File: src/ioSettings.svh
// I/O write stage settings

`ifndef IO_SETTINGS_SVH
`define IO_SETTINGS_SVH

// Data word and address sizes
`define IO_WORD_WIDTH       36
`define IO_ADDR_WIDTH       10

// Memory-mapped write port window at the top of the address space
`define IO_PORT_COUNT       4
`define IO_PORT_ADDR_WIDTH  2
`define IO_PORT_BASE_ADDR   1020

// The RAM spans every address, including the port window
`define IO_RAM_DEPTH        1024

// Port flag encodings
`define IO_EMPTY            1'b1
`define IO_FULL             1'b0

`endif

File: src/ioPkg.sv
// I/O address types

`include "ioSettings.svh"

`default_nettype none

package ioPkg;

    // Field view of an address: the window tag on top, the port index below
    typedef struct packed {
        logic [`IO_ADDR_WIDTH-`IO_PORT_ADDR_WIDTH-1:0] tag;
        logic [`IO_PORT_ADDR_WIDTH-1:0]                port;
    } ioAddrFields;

    // One address word, read either whole or split into fields
    typedef union packed {
        logic [`IO_ADDR_WIDTH-1:0] raw;
        ioAddrFields               fields;
    } ioAddr;

endpackage

`default_nettype wire

File: src/ioCheck.sv
// I/O address check and flag select

`include "ioSettings.svh"

`default_nettype none

module ioCheck #(
    // Flag value reported when the address is not an I/O port
    parameter logic readyState = `IO_EMPTY
) (
    input  wire                       clock,
    input  wire                       rst,
    input  ioPkg::ioAddr              addr,
    input  wire [`IO_PORT_COUNT-1:0]  portEf,
    output logic                      portEfMasked,
    output logic                      addrIsIo,
    output logic                      addrIsIoReg
);

    localparam int tagWidth = `IO_ADDR_WIDTH - `IO_PORT_ADDR_WIDTH;

    // The window is aligned to the port count, so the tag alone identifies it
    localparam logic [tagWidth-1:0] windowTag =
        tagWidth'(`IO_PORT_BASE_ADDR >> `IO_PORT_ADDR_WIDTH);

    always_comb begin
        addrIsIo = (addr.fields.tag == windowTag);
    end

    // Outside the window the pipeline must never stall, so report ready
    always_comb begin
        if (addrIsIo) begin
            portEfMasked = portEf[addr.fields.port];
        end else begin
            portEfMasked = readyState;
        end
    end

    // Match travels one stage further with the instruction
    always_ff @(posedge clock) begin
        if (rst) begin
            addrIsIoReg <= 1'b0;
        end else begin
            addrIsIoReg <= addrIsIo;
        end
    end

endmodule

`default_nettype wire

File: src/ioActive.sv
// I/O port enable decode

`include "ioSettings.svh"

`default_nettype none

module ioActive (
    input  wire                        clock,
    input  wire                        rst,
    input  wire                        enable,
    input  ioPkg::ioAddr               addr,
    output logic [`IO_PORT_COUNT-1:0]  active
);

    localparam int tagWidth = `IO_ADDR_WIDTH - `IO_PORT_ADDR_WIDTH;

    localparam logic [tagWidth-1:0] windowTag =
        tagWidth'(`IO_PORT_BASE_ADDR >> `IO_PORT_ADDR_WIDTH);

    logic [`IO_PORT_COUNT-1:0] activeNext;

    // At most one port is selected, and only for an enabled write into the window
    always_comb begin
        activeNext = '0;
        if (enable && (addr.fields.tag == windowTag)) begin
            activeNext[addr.fields.port] = 1'b1;
        end
    end

    always_ff @(posedge clock) begin
        if (rst) begin
            active <= '0;
        end else begin
            active <= activeNext;
        end
    end

endmodule

`default_nettype wire

File: src/ioWrite.sv
// I/O write stage

`include "ioSettings.svh"

`default_nettype none

module ioWrite (
    input  wire                                          clock,
    input  wire                                          rst,
    input  wire  [`IO_ADDR_WIDTH-1:0]                    addrRaw,
    input  wire  [`IO_PORT_COUNT-1:0]                    emptyFull,
    input  wire                                          ioReady,
    input  wire  [`IO_WORD_WIDTH-1:0]                    aluResult,
    input  wire  [`IO_ADDR_WIDTH-1:0]                    aluAddr,
    input  wire                                          aluWriteIsIo,
    input  wire                                          aluWren,
    output logic                                         writeIsIo,
    output logic                                         emptyFullMasked,
    output logic [`IO_PORT_COUNT-1:0]                    activeIo,
    output logic [`IO_PORT_COUNT*`IO_WORD_WIDTH-1:0]     dataIo,
    output logic [`IO_WORD_WIDTH-1:0]                    dataRam,
    output logic [`IO_ADDR_WIDTH-1:0]                    addrRam,
    output logic                                         wrenRam
);

    ioPkg::ioAddr checkAddr;
    ioPkg::ioAddr storeAddr;
    logic         addrIsIoReg;
    logic         writeIsIoStage;
    logic         ioEnable;

    assign checkAddr.raw = addrRaw;
    assign storeAddr.raw = aluAddr;

    // Early decode of the store destination, straight from the raw instruction
    ioCheck #(
        .readyState   (`IO_EMPTY)
    ) check (
        .clock        (clock),
        .rst          (rst),
        .addr         (checkAddr),
        .portEf       (emptyFull),
        .portEfMasked (emptyFullMasked),
        .addrIsIo     (),
        .addrIsIoReg  (addrIsIoReg)
    );

    // The flag rides the pipeline to the ALU entrance and comes back with the result
    always_ff @(posedge clock) begin
        if (rst) begin
            writeIsIoStage <= 1'b0;
            writeIsIo      <= 1'b0;
        end else begin
            writeIsIoStage <= addrIsIoReg & ioReady;
            writeIsIo      <= writeIsIoStage;
        end
    end

    always_ff @(posedge clock) begin
        dataRam <= aluResult;
        addrRam <= storeAddr.raw;
    end

    always_ff @(posedge clock) begin
        if (rst) begin
            wrenRam <= 1'b0;
        end else begin
            wrenRam <= aluWren;
        end
    end

    // Each port gets its own copy register, which keeps fanout low at the ports
    for (genvar p = 0; p < `IO_PORT_COUNT; p++) begin : portCopy
        always_ff @(posedge clock) begin
            dataIo[p*`IO_WORD_WIDTH +: `IO_WORD_WIDTH] <= aluResult;
        end
    end

    assign ioEnable = aluWriteIsIo & aluWren;

    ioActive portEnable (
        .clock  (clock),
        .rst    (rst),
        .enable (ioEnable),
        .addr   (storeAddr),
        .active (activeIo)
    );

endmodule

`default_nettype wire

File: config.mk
export PLATFORM = sky130hd
export DESIGN_NAME = ioWrite
export DESIGN_NICKNAME = d
export VERILOG_FILES = /design/src/ioPkg.sv /design/src/ioCheck.sv /design/src/ioActive.sv /design/src/ioWrite.sv
export VERILOG_INCLUDE_DIRS = /design/src /design/src/src
export SDC_FILE = /design/constraint.sdc
export NUM_CORES = 1
export LEC_CHECK = 0
export BUFFER_PORTS_ARGS = -buffer_cell sky130_fd_sc_hd__clkbuf_2
export CORE_AREA = 2 2 101 103
export CTS_CLUSTER_DIAMETER = 40
export CTS_CLUSTER_SIZE = 24
export DETAILED_ROUTE_END_ITERATION = 6
export DIE_AREA = 0 0 103 105
export PLACE_DENSITY_LB_ADDON = 0.15
export SLEW_MARGIN = 40
export SYNTH_ARGS = -nofsm -noshare
export SYNTH_HDL_FRONTEND = slang
export SYNTH_SLANG_ARGS = --single-unit
File: constraint.sdc
create_clock -name clock -period 3 [get_ports clock]
set_clock_uncertainty 0.2 [all_clocks]
set_input_delay 0.15 -clock clock [delete_from_list [all_inputs] [get_ports clock]]
set_output_delay 0.15 -clock clock [all_outputs]
set_load 0.01 [all_outputs]
# Word level (Yosys, flattened, before mapping)
# Index checks and enable logic that the tools add are counted.
# word_totals
regBits	54
inputBits	65
out_inout_bits	197
word_cells	23
# classes
order_cmp	3
n_eq_ne	2
muxes	5
n_bitwise	3
n_reduce_logical	3
# ops
op	count
$eq 8x8->1 const B	2
$lt 2x3->1 const B	2
$mux 1	3
$and 1x1->1	2
$bmux 1 s2	1
$demux 1 s2	1
$ge 2x1->1 const B	1
$logic_and 1x1->1	2
$reduce_or 2->1	1
$not 1->1	1

# Depth between registers and ports, before layout
# Gate-level depths: netlist of run 1.
# logic_depth
word_depth	4
depth_mapped	3
mapped_depth_nobuf	3

# By module
# A second synthesis of run 1 with hierarchy kept.
# hier_totals
hier_cells	220
area_unflattened_um2	2331.0
# by_module_without_submodules
module	n_inst	cells_per_inst	area_each_um2	seq_area_each_um2
ioWrite	1	197	2089.5	980.9
ioActive	1	15	166.4	80.1
ioCheck	1	8	75.1	20.0

# Worst setup path before layout of run 1
# Ideal clock, no wire load.
# synth_timing
path_type	input port to output port
startpoint	input addrRaw[0]
endpoint	output emptyFullMasked
arrival_time_ns	0.963
required_time_ns	2.650
path_slack_ns	1.687
cell_stages	2
path_buffers	0
path_cell_list	mux4_2 or3_1
# synth_between
elab_chain_len	3
# synth_rtl
element	line	text
from (decl)	ioWrite.sv:10	input wire [`IO_ADDR_WIDTH-1:0] addrRaw,
$bmux 1 s2	ioCheck.sv:33	portEfMasked = portEf[addr.fields.port];
$mux 1 (implied by the code)	ioCheck.sv:33	
$mux 1	ioCheck.sv:32	if (addrIsIo) begin
to (decl)	ioWrite.sv:18	output logic emptyFullMasked,
# No other way between the ends. The select of a mux whose other input is x is not followed.

# Final worst setup path of run 1
# layout_timing
startpoint	input addrRaw[2]
endpoint	register check.addrIsIoReg
# layout_between
elab_chain_len	1
# layout_rtl
element	line	text
$eq 8x8->1	ioCheck.sv:27	addrIsIo = (addr.fields.tag == windowTag);
to (signal assigned)	ioCheck.sv:44	addrIsIoReg <= addrIsIo;
to (decl)	ioCheck.sv:17	output logic addrIsIoReg
# No other way between the ends.
# A chain may end at the register's enable or synchronous reset.

==> reports/metrics.cfg, run 1 <==
[outcome]
status = complete, no violations

[sta]
min_period_over_period_pct = 68.9
period_minus_slack_ns = 2.07
setup_tns_ns = 0
worst_pin_slew_ns = 0.222
hold_violations = 0
hold_slack_ns = 0.111
report.final.setup_viol = 0
slew_violations = 0
max_freq_mhz = 484
slew-limit-headroom_pct = 85.1
rsz0062_at_grt = no

[drt]
dr_total_vias = 1809
dr.pass1.iters = 3
wl_per_cell_um = 9.58
vias_per_cell = 3.43
drc = 0
drtIter0Drc = 5
ant_nets = 0
drt_wl_total_um = 5060

[floorplan]
die_y_um = 105
core-area_um2 = 9640
die_area_um2 = 10800
start_util_pct = 23.7
dieWidth_um = 103
ios = 262
core.rowCount = 36

[setup_path]
max_stage_delay_ns = 0.57
required_ns = 3.05
path_buf_inv = 4
worst-path-max-fanout = 2
cpMostUsedCell = dlygate4sd3_1
crit_family = buffers and inverters
cp_data_arrival_time_ns = 2.12
cp-start-kind = input pin
crit_chain = dlygate4sd3_1 > clkbuf_2 > nand4_1 > dlygate4sd3_1 > nor3_1 > dlygate4sd3_1
cpMaxStageDelayCell = dlygate4sd3_1
critPathKind = input pin to flop
end_kind = flop

[grt]
grt_use_total_pct = 8.51
overflow = 0
grt_pass1_wl_um = 7250
grt_antenna_before_repair = 0
grt_pass1_vias = 1535
grt_max_degree = 18

[finish]
drive_gt1_share_pct = 68.6
area_growth_pct = 45.4
final_area_um2 = 3320
filler_cell_count = 1027
layout.cells.non_filler = 528
antenna_cells = 0
finalNetCount = 459

[yosys]
synth_seq_cells = 54
syn_area_per_cell_um2 = 10.5
synth_area_leaders = buf_4 (47%), dfxtp_1 (47%), nand4_1 (1.1%)
synth.net_count = 282
synth_top_cell_area_share_pct = 47.3
synth_top_area_cell = buf_4
ys_types = 13
ys_seq_area_share_pct = 47.3
syn_area_um2 = 2280
synthTopCellsByCount = buf_4 (144), dfxtp_1 (54), nand4_1 (4)
synth.most_common_cell = buf_4
ys_async_sr_fraction_pct = 0
synth_edf_count = 0
synth_ff_type = dfxtp_1
yosys_warnings = 0
syn_inst = 217

[run]
cap_violations = 0

[power_and_ir_drop]
max-vdd-ir-drop_mv = 0.264
power.leakage_nw = 1.85
p_total_mw = 1.57
p_per_area_nw_per_um2 = 473

[cts]
clk_latency_ns = 0.30
numCtsBuffers = 5
root_buffer = clkbuf_8
postCtsResizedCells = 0
cts_tree = done
cts-htree-levels = 2
clock-sinks = 54
clockBufferDepth = 2
clk_pin_slew_ns = 0.10

[placed_design]
port_buffers = 261
hpwl_um = 3990
placed_cell_area_um2 = 2680
dp.cells = 467
gp_congestion = 0.667

[worst_hold_path]
min-delay-path-class = input pin to flop

## cells by family (layout without fill, tap and decap cells)
kind of cell | after synthesis | count (layout) | synth area share [%]
muxes | 1 | 1 | 0.986
and+or+nand+nor | 16 | 16 | 4.00
buffers and inverters | 146 | 324 | 47.7
DFF | 54 | 54 | 47.3
## cell usage in the layout, fill, tap and decap left out, drive strengths merged
master	netlist	routed
dlygate4sd3	0	53
and3	1	1
nand2	1	1
mux4	1	1
bufinv	0	1
or3	1	1
nor2	1	1
clkinvlp	0	2
nor2b	2	2
nor4	2	2
nand4	4	4
clkbuf	0	266
nor3	3	3
or2	1	1
dfxtp	54	54
inv	2	2
## final cells by class
class / count / area (um2) / area share, %
clock inverter: 3 / 45.0 / 1.36
inverter: 2 / 7.51 / 0.226
sequential: 54 / 1080 / 32.6
timing repair buffer: 314 / 1840 / 55.3
tap: 133 / 166 / 5.01
multi-input combinational: 17 / 114 / 3.43
clock buffer: 5 / 68.8 / 2.07
## timing repair
action,in CTS,in global routing
hold buffers,53,0
setup endpoints to repair,0,0
endpoints found under the hold margin,54,0
buffers inserted,0,0
## metrics by stage
| step | worst slack, ns | utilization, % |
|---|---|---|
| final | 0.934 | 34.4 |
| after global routing | 0.830 | 34.4 |
| after CTS | 0.975 | 34.4 |
| after detailed placement | 1.48 | 27.8 |
| after global placement | 1.49 | 27.8 |
| after floorplan | 1.69 | - |
## report_power, final
group	total, mW	internal [mW]	switching (mW)
Combinational	0.296	0.159	0.137
Clock	0.492	0.249	0.244
Sequential	0.782	0.751	0.0312
Total	1.57	1.16	0.412
## state kept, by name (all words and copies together), names as in the netlist
signal,count
writeIsIo,1
wrenRam,1
writeIsIoStage,1
portEnable.active,4
addrRam,10
dataIo,36
check.addrIsIoReg,1
## worst paths after layout
| check | end | from | slack [ns] | depth (start not counted) |
|---|---|---|---|---|
| worst max-delay path | check.addrIsIoReg | addrRaw[2] | 0.93 | 6 |
| worst min-delay path | portEnable.active[3] | aluWren | 0.11 | 4 |
| worst max register to register | writeIsIoStage | check.addrIsIoReg | 1.76 | 3 |
| worst min register to register | writeIsIo | writeIsIoStage | 0.26 | 1 |
## layer usage
layer	share of wire (%)	global-route usage (%)	vias to the layer above
met5	0	0	-
met4	1.7	3.38	0
met3	11	2.14	6
met2	56	16.8	131
met1	31	7.97	791
li1	-	-	881
## worst register-to-register path, cell delays in order (launching register included)
cell and delay (ns):
dfxtp_1 0.31, nand2_1 0.05, nor2_1 0.03, dlygate4sd3_1 0.54
Power figures use the tool's default switching activity.
==> inputs of run 2 (changes only) <==
- ABC_AREA: default -> 1
- CORE_AREA: 2 2 101 103 -> 2 2 102 104
- DIE_AREA: 0 0 103 105 -> 0 0 104 106
- clock period: 3 -> 1.7 ns (I/O delays scaled with it)
==> reports/metrics.cfg, run 2 <==
[setup_path]
worst-path-max-fanout = 2
end_kind = flop
crit_family = buffers and inverters
crit_chain = dlygate4sd3_1 > clkbuf_2 > nand2_1 > inv_1 > nand2_1 > dlygate4sd3_1 > nor3_1
cp-start-kind = input pin
cp_data_arrival_time_ns = 1.55
required_ns = 1.74
r2r-end = writeIsIoStage
critPathKind = input pin to flop
r2r_start = check.addrIsIoReg
reg2reg_depth = 3
r2r_slack_ns = 0.46
path_buf_inv = 4
max_stage_delay_ns = 0.55
cpMaxStageDelayCell = dlygate4sd3_1

[cts]
numCtsBuffers = 5
clk_latency_ns = 0.31
clock-sinks = 54
cts-htree-levels = 2
clockBufferDepth = 2
postCtsResizedCells = 0
cts_tree = done
postCtsSetupBuffers = 0
root_buffer = clkbuf_8
clk_pin_slew_ns = 0.11

[worst_hold_path]
min-delay-path-class = input pin to flop
worst_hold_path.endpoint = dataIo[136]
min_path_cells = 2
worstHoldStart = aluResult[28]

[yosys]
synth_area_leaders = buf_4 (46%), dfxtp_1 (46%), nand2_1 (3.0%)
synth_seq_cells = 54
synth_top_area_cell = buf_4
ys_async_sr_fraction_pct = 0
synth_edf_count = 0
syn_area_per_cell_um2 = 9.59
syn_inst = 246
ys_seq_area_share_pct = 45.8
yosys_warnings = 0
synth.net_count = 311
ys_types = 12
synth.most_common_cell = buf_4
synth_top_cell_area_share_pct = 45.8
syn_area_um2 = 2360
synth_ff_type = dfxtp_1
synthTopCellsByCount = buf_4 (144), dfxtp_1 (54), nand2_1 (19)

[power_and_ir_drop]
internal-power_mw = 2.24
p_per_area_nw_per_um2 = 857
switching_share_pct = 24.4
p_total_mw = 2.96
p_switching_uw = 723
seq_power_share_pct = 46.6
combPwrFrac_pct = 18.2
power.leakage_nw = 1.97
clkPwrFrac_pct = 35.2
max-vdd-ir-drop_mv = 0.317

[drt]
drc = 0
drtIter0Drc = 26
dr.pass1.iters = 2
vias_per_cell = 3.43
dr_total_vias = 1930
ant_nets = 0
wl_per_cell_um = 9.19
drt_wl_total_um = 5170

[sta]
max_freq_mhz = 661
report.final.setup_viol = 0
worst_pin_slew_ns = 0.204
hold_violations = 0
setup_ws_ns = 0.188
slew-limit-headroom_pct = 86.4
slew_violations = 0
rsz0062_at_grt = no
min_period_over_period_pct = 89.0
setup_tns_ns = 0
period_minus_slack_ns = 1.51

[floorplan]
core-area_um2 = 10000
ios = 262
start_util_pct = 23.6
die_area_um2 = 11000
die_y_um = 106
core.rowCount = 37
dieWidth_um = 104

[outcome]
status = complete, no violations

[finish]
drive_gt1_share_pct = 64.2
largest_register = dataIo
filler_cell_count = 1052
finalNetCount = 491
layout_common_cells = clkbuf_2 (261), dlygate4sd3_1 (56), dfxtp_1 (54)
largest_reg_flops = 36
antenna_cells = 0
area_growth_pct = 46.6
reg.largest.list = dataIo x36, addrRam x10, portEnable.active x4
layout_commonest_cell = clkbuf_2

[placed_design]
port_buffers = 261
place_worst_setup_slack_ns = 0.773
gp_congestion = 0.709
hpwl_um = 4010

[grt]
use_met3_pct = 3.25
grt_pass1_vias = 1568
grt_use_total_pct = 8.44
grt_max_degree = 17
use_met1_pct = 8.04
overflow = 0
grt-busiest-layer = met2
grt_pass1_wl_um = 7310
met2_usage_pct = 16.3
grt_antenna_before_repair = 0

[run]
cap_violations = 0

[run 2: changes by cell type in the layout (fill, tap and decap cells not counted), sizes merged, moves of 3 or more]
cell,previous run,this run
nand2,1,20
nor2,1,12
inv,2,12
dlygate4sd3,53,56
nand4,4,0
[run 2: kinds of logic (layout without fill, tap and decap cells)]
kind of cell / Yosys count / after routing / share of synthesized area, %
simple gates: 35 / 35 / 6.26
flops: 54 / 54 / 45.8
buf+inv: 156 / 337 / 47.7
compound gates: 1 / 1 / 0.212
[run 2: cell type report]
class	instances	area (um2)	share of cell area, %
clock buffer	6	82.6	2.39
clock inverter	2	60.1	1.74
inverter	12	45.0	1.30
multi-input combinational	36	153	4.41
sequential	54	1080	31.3
tap	136	170	4.92
timing repair buffer	317	1870	54.0
[run 2: metal layers]
metal / wire length, um / vias up
li1: - / 953
met1: 1700 / 833
met2: 2790 / 139
met3: 596 / 5
met4: 76 / 0
met5: 0 / -
[run 2: through the flow]
stage	util [%]	cells	hold slack [ns]	instance area (um2)
6_report	34.6	563	0.203	3460
5_1_grt	34.6	563	0.188	3460
4_1_cts	34.6	563	0.185	3460
3_5_place_dp	27.6	499	-0.0111	2760
3_3_place_gp	27.6	499	-0.0129	2760
2_1_floorplan	-	246	-0.0873	2360
[run 2: worst max-delay path by stage]
stage	start	endpoint	slack, ns	cells after the start
2_1_floorplan	dataIo[136]	dataIo[100]	0.86	1
3_3_place_gp	rst	portEnable.active[3]	0.78	6
3_5_place_dp	rst	portEnable.active[3]	0.77	6
4_1_cts	addrRaw[6]	check.addrIsIoReg	0.22	7
5_1_grt	addrRaw[6]	check.addrIsIoReg	0.13	7
6_report	addrRaw[6]	check.addrIsIoReg	0.19	7
[run 2: power by group through the flow]
stage               Clock [mW]  Sequential, mW  Combinational [mW]
floorplan                    0            1.43               0.361
global placement             0            1.41               0.452
detailed placement           0            1.41               0.447
CTS                       1.11            1.38               0.547
global route              1.17            1.39               0.580
finish                    1.04            1.38               0.538
[run 2: what timing repair did]
action,4_1_cts,5_1_grt
hold buffers,56,0
endpoints found under the setup margin,0,0
hold endpoints to repair,54,0
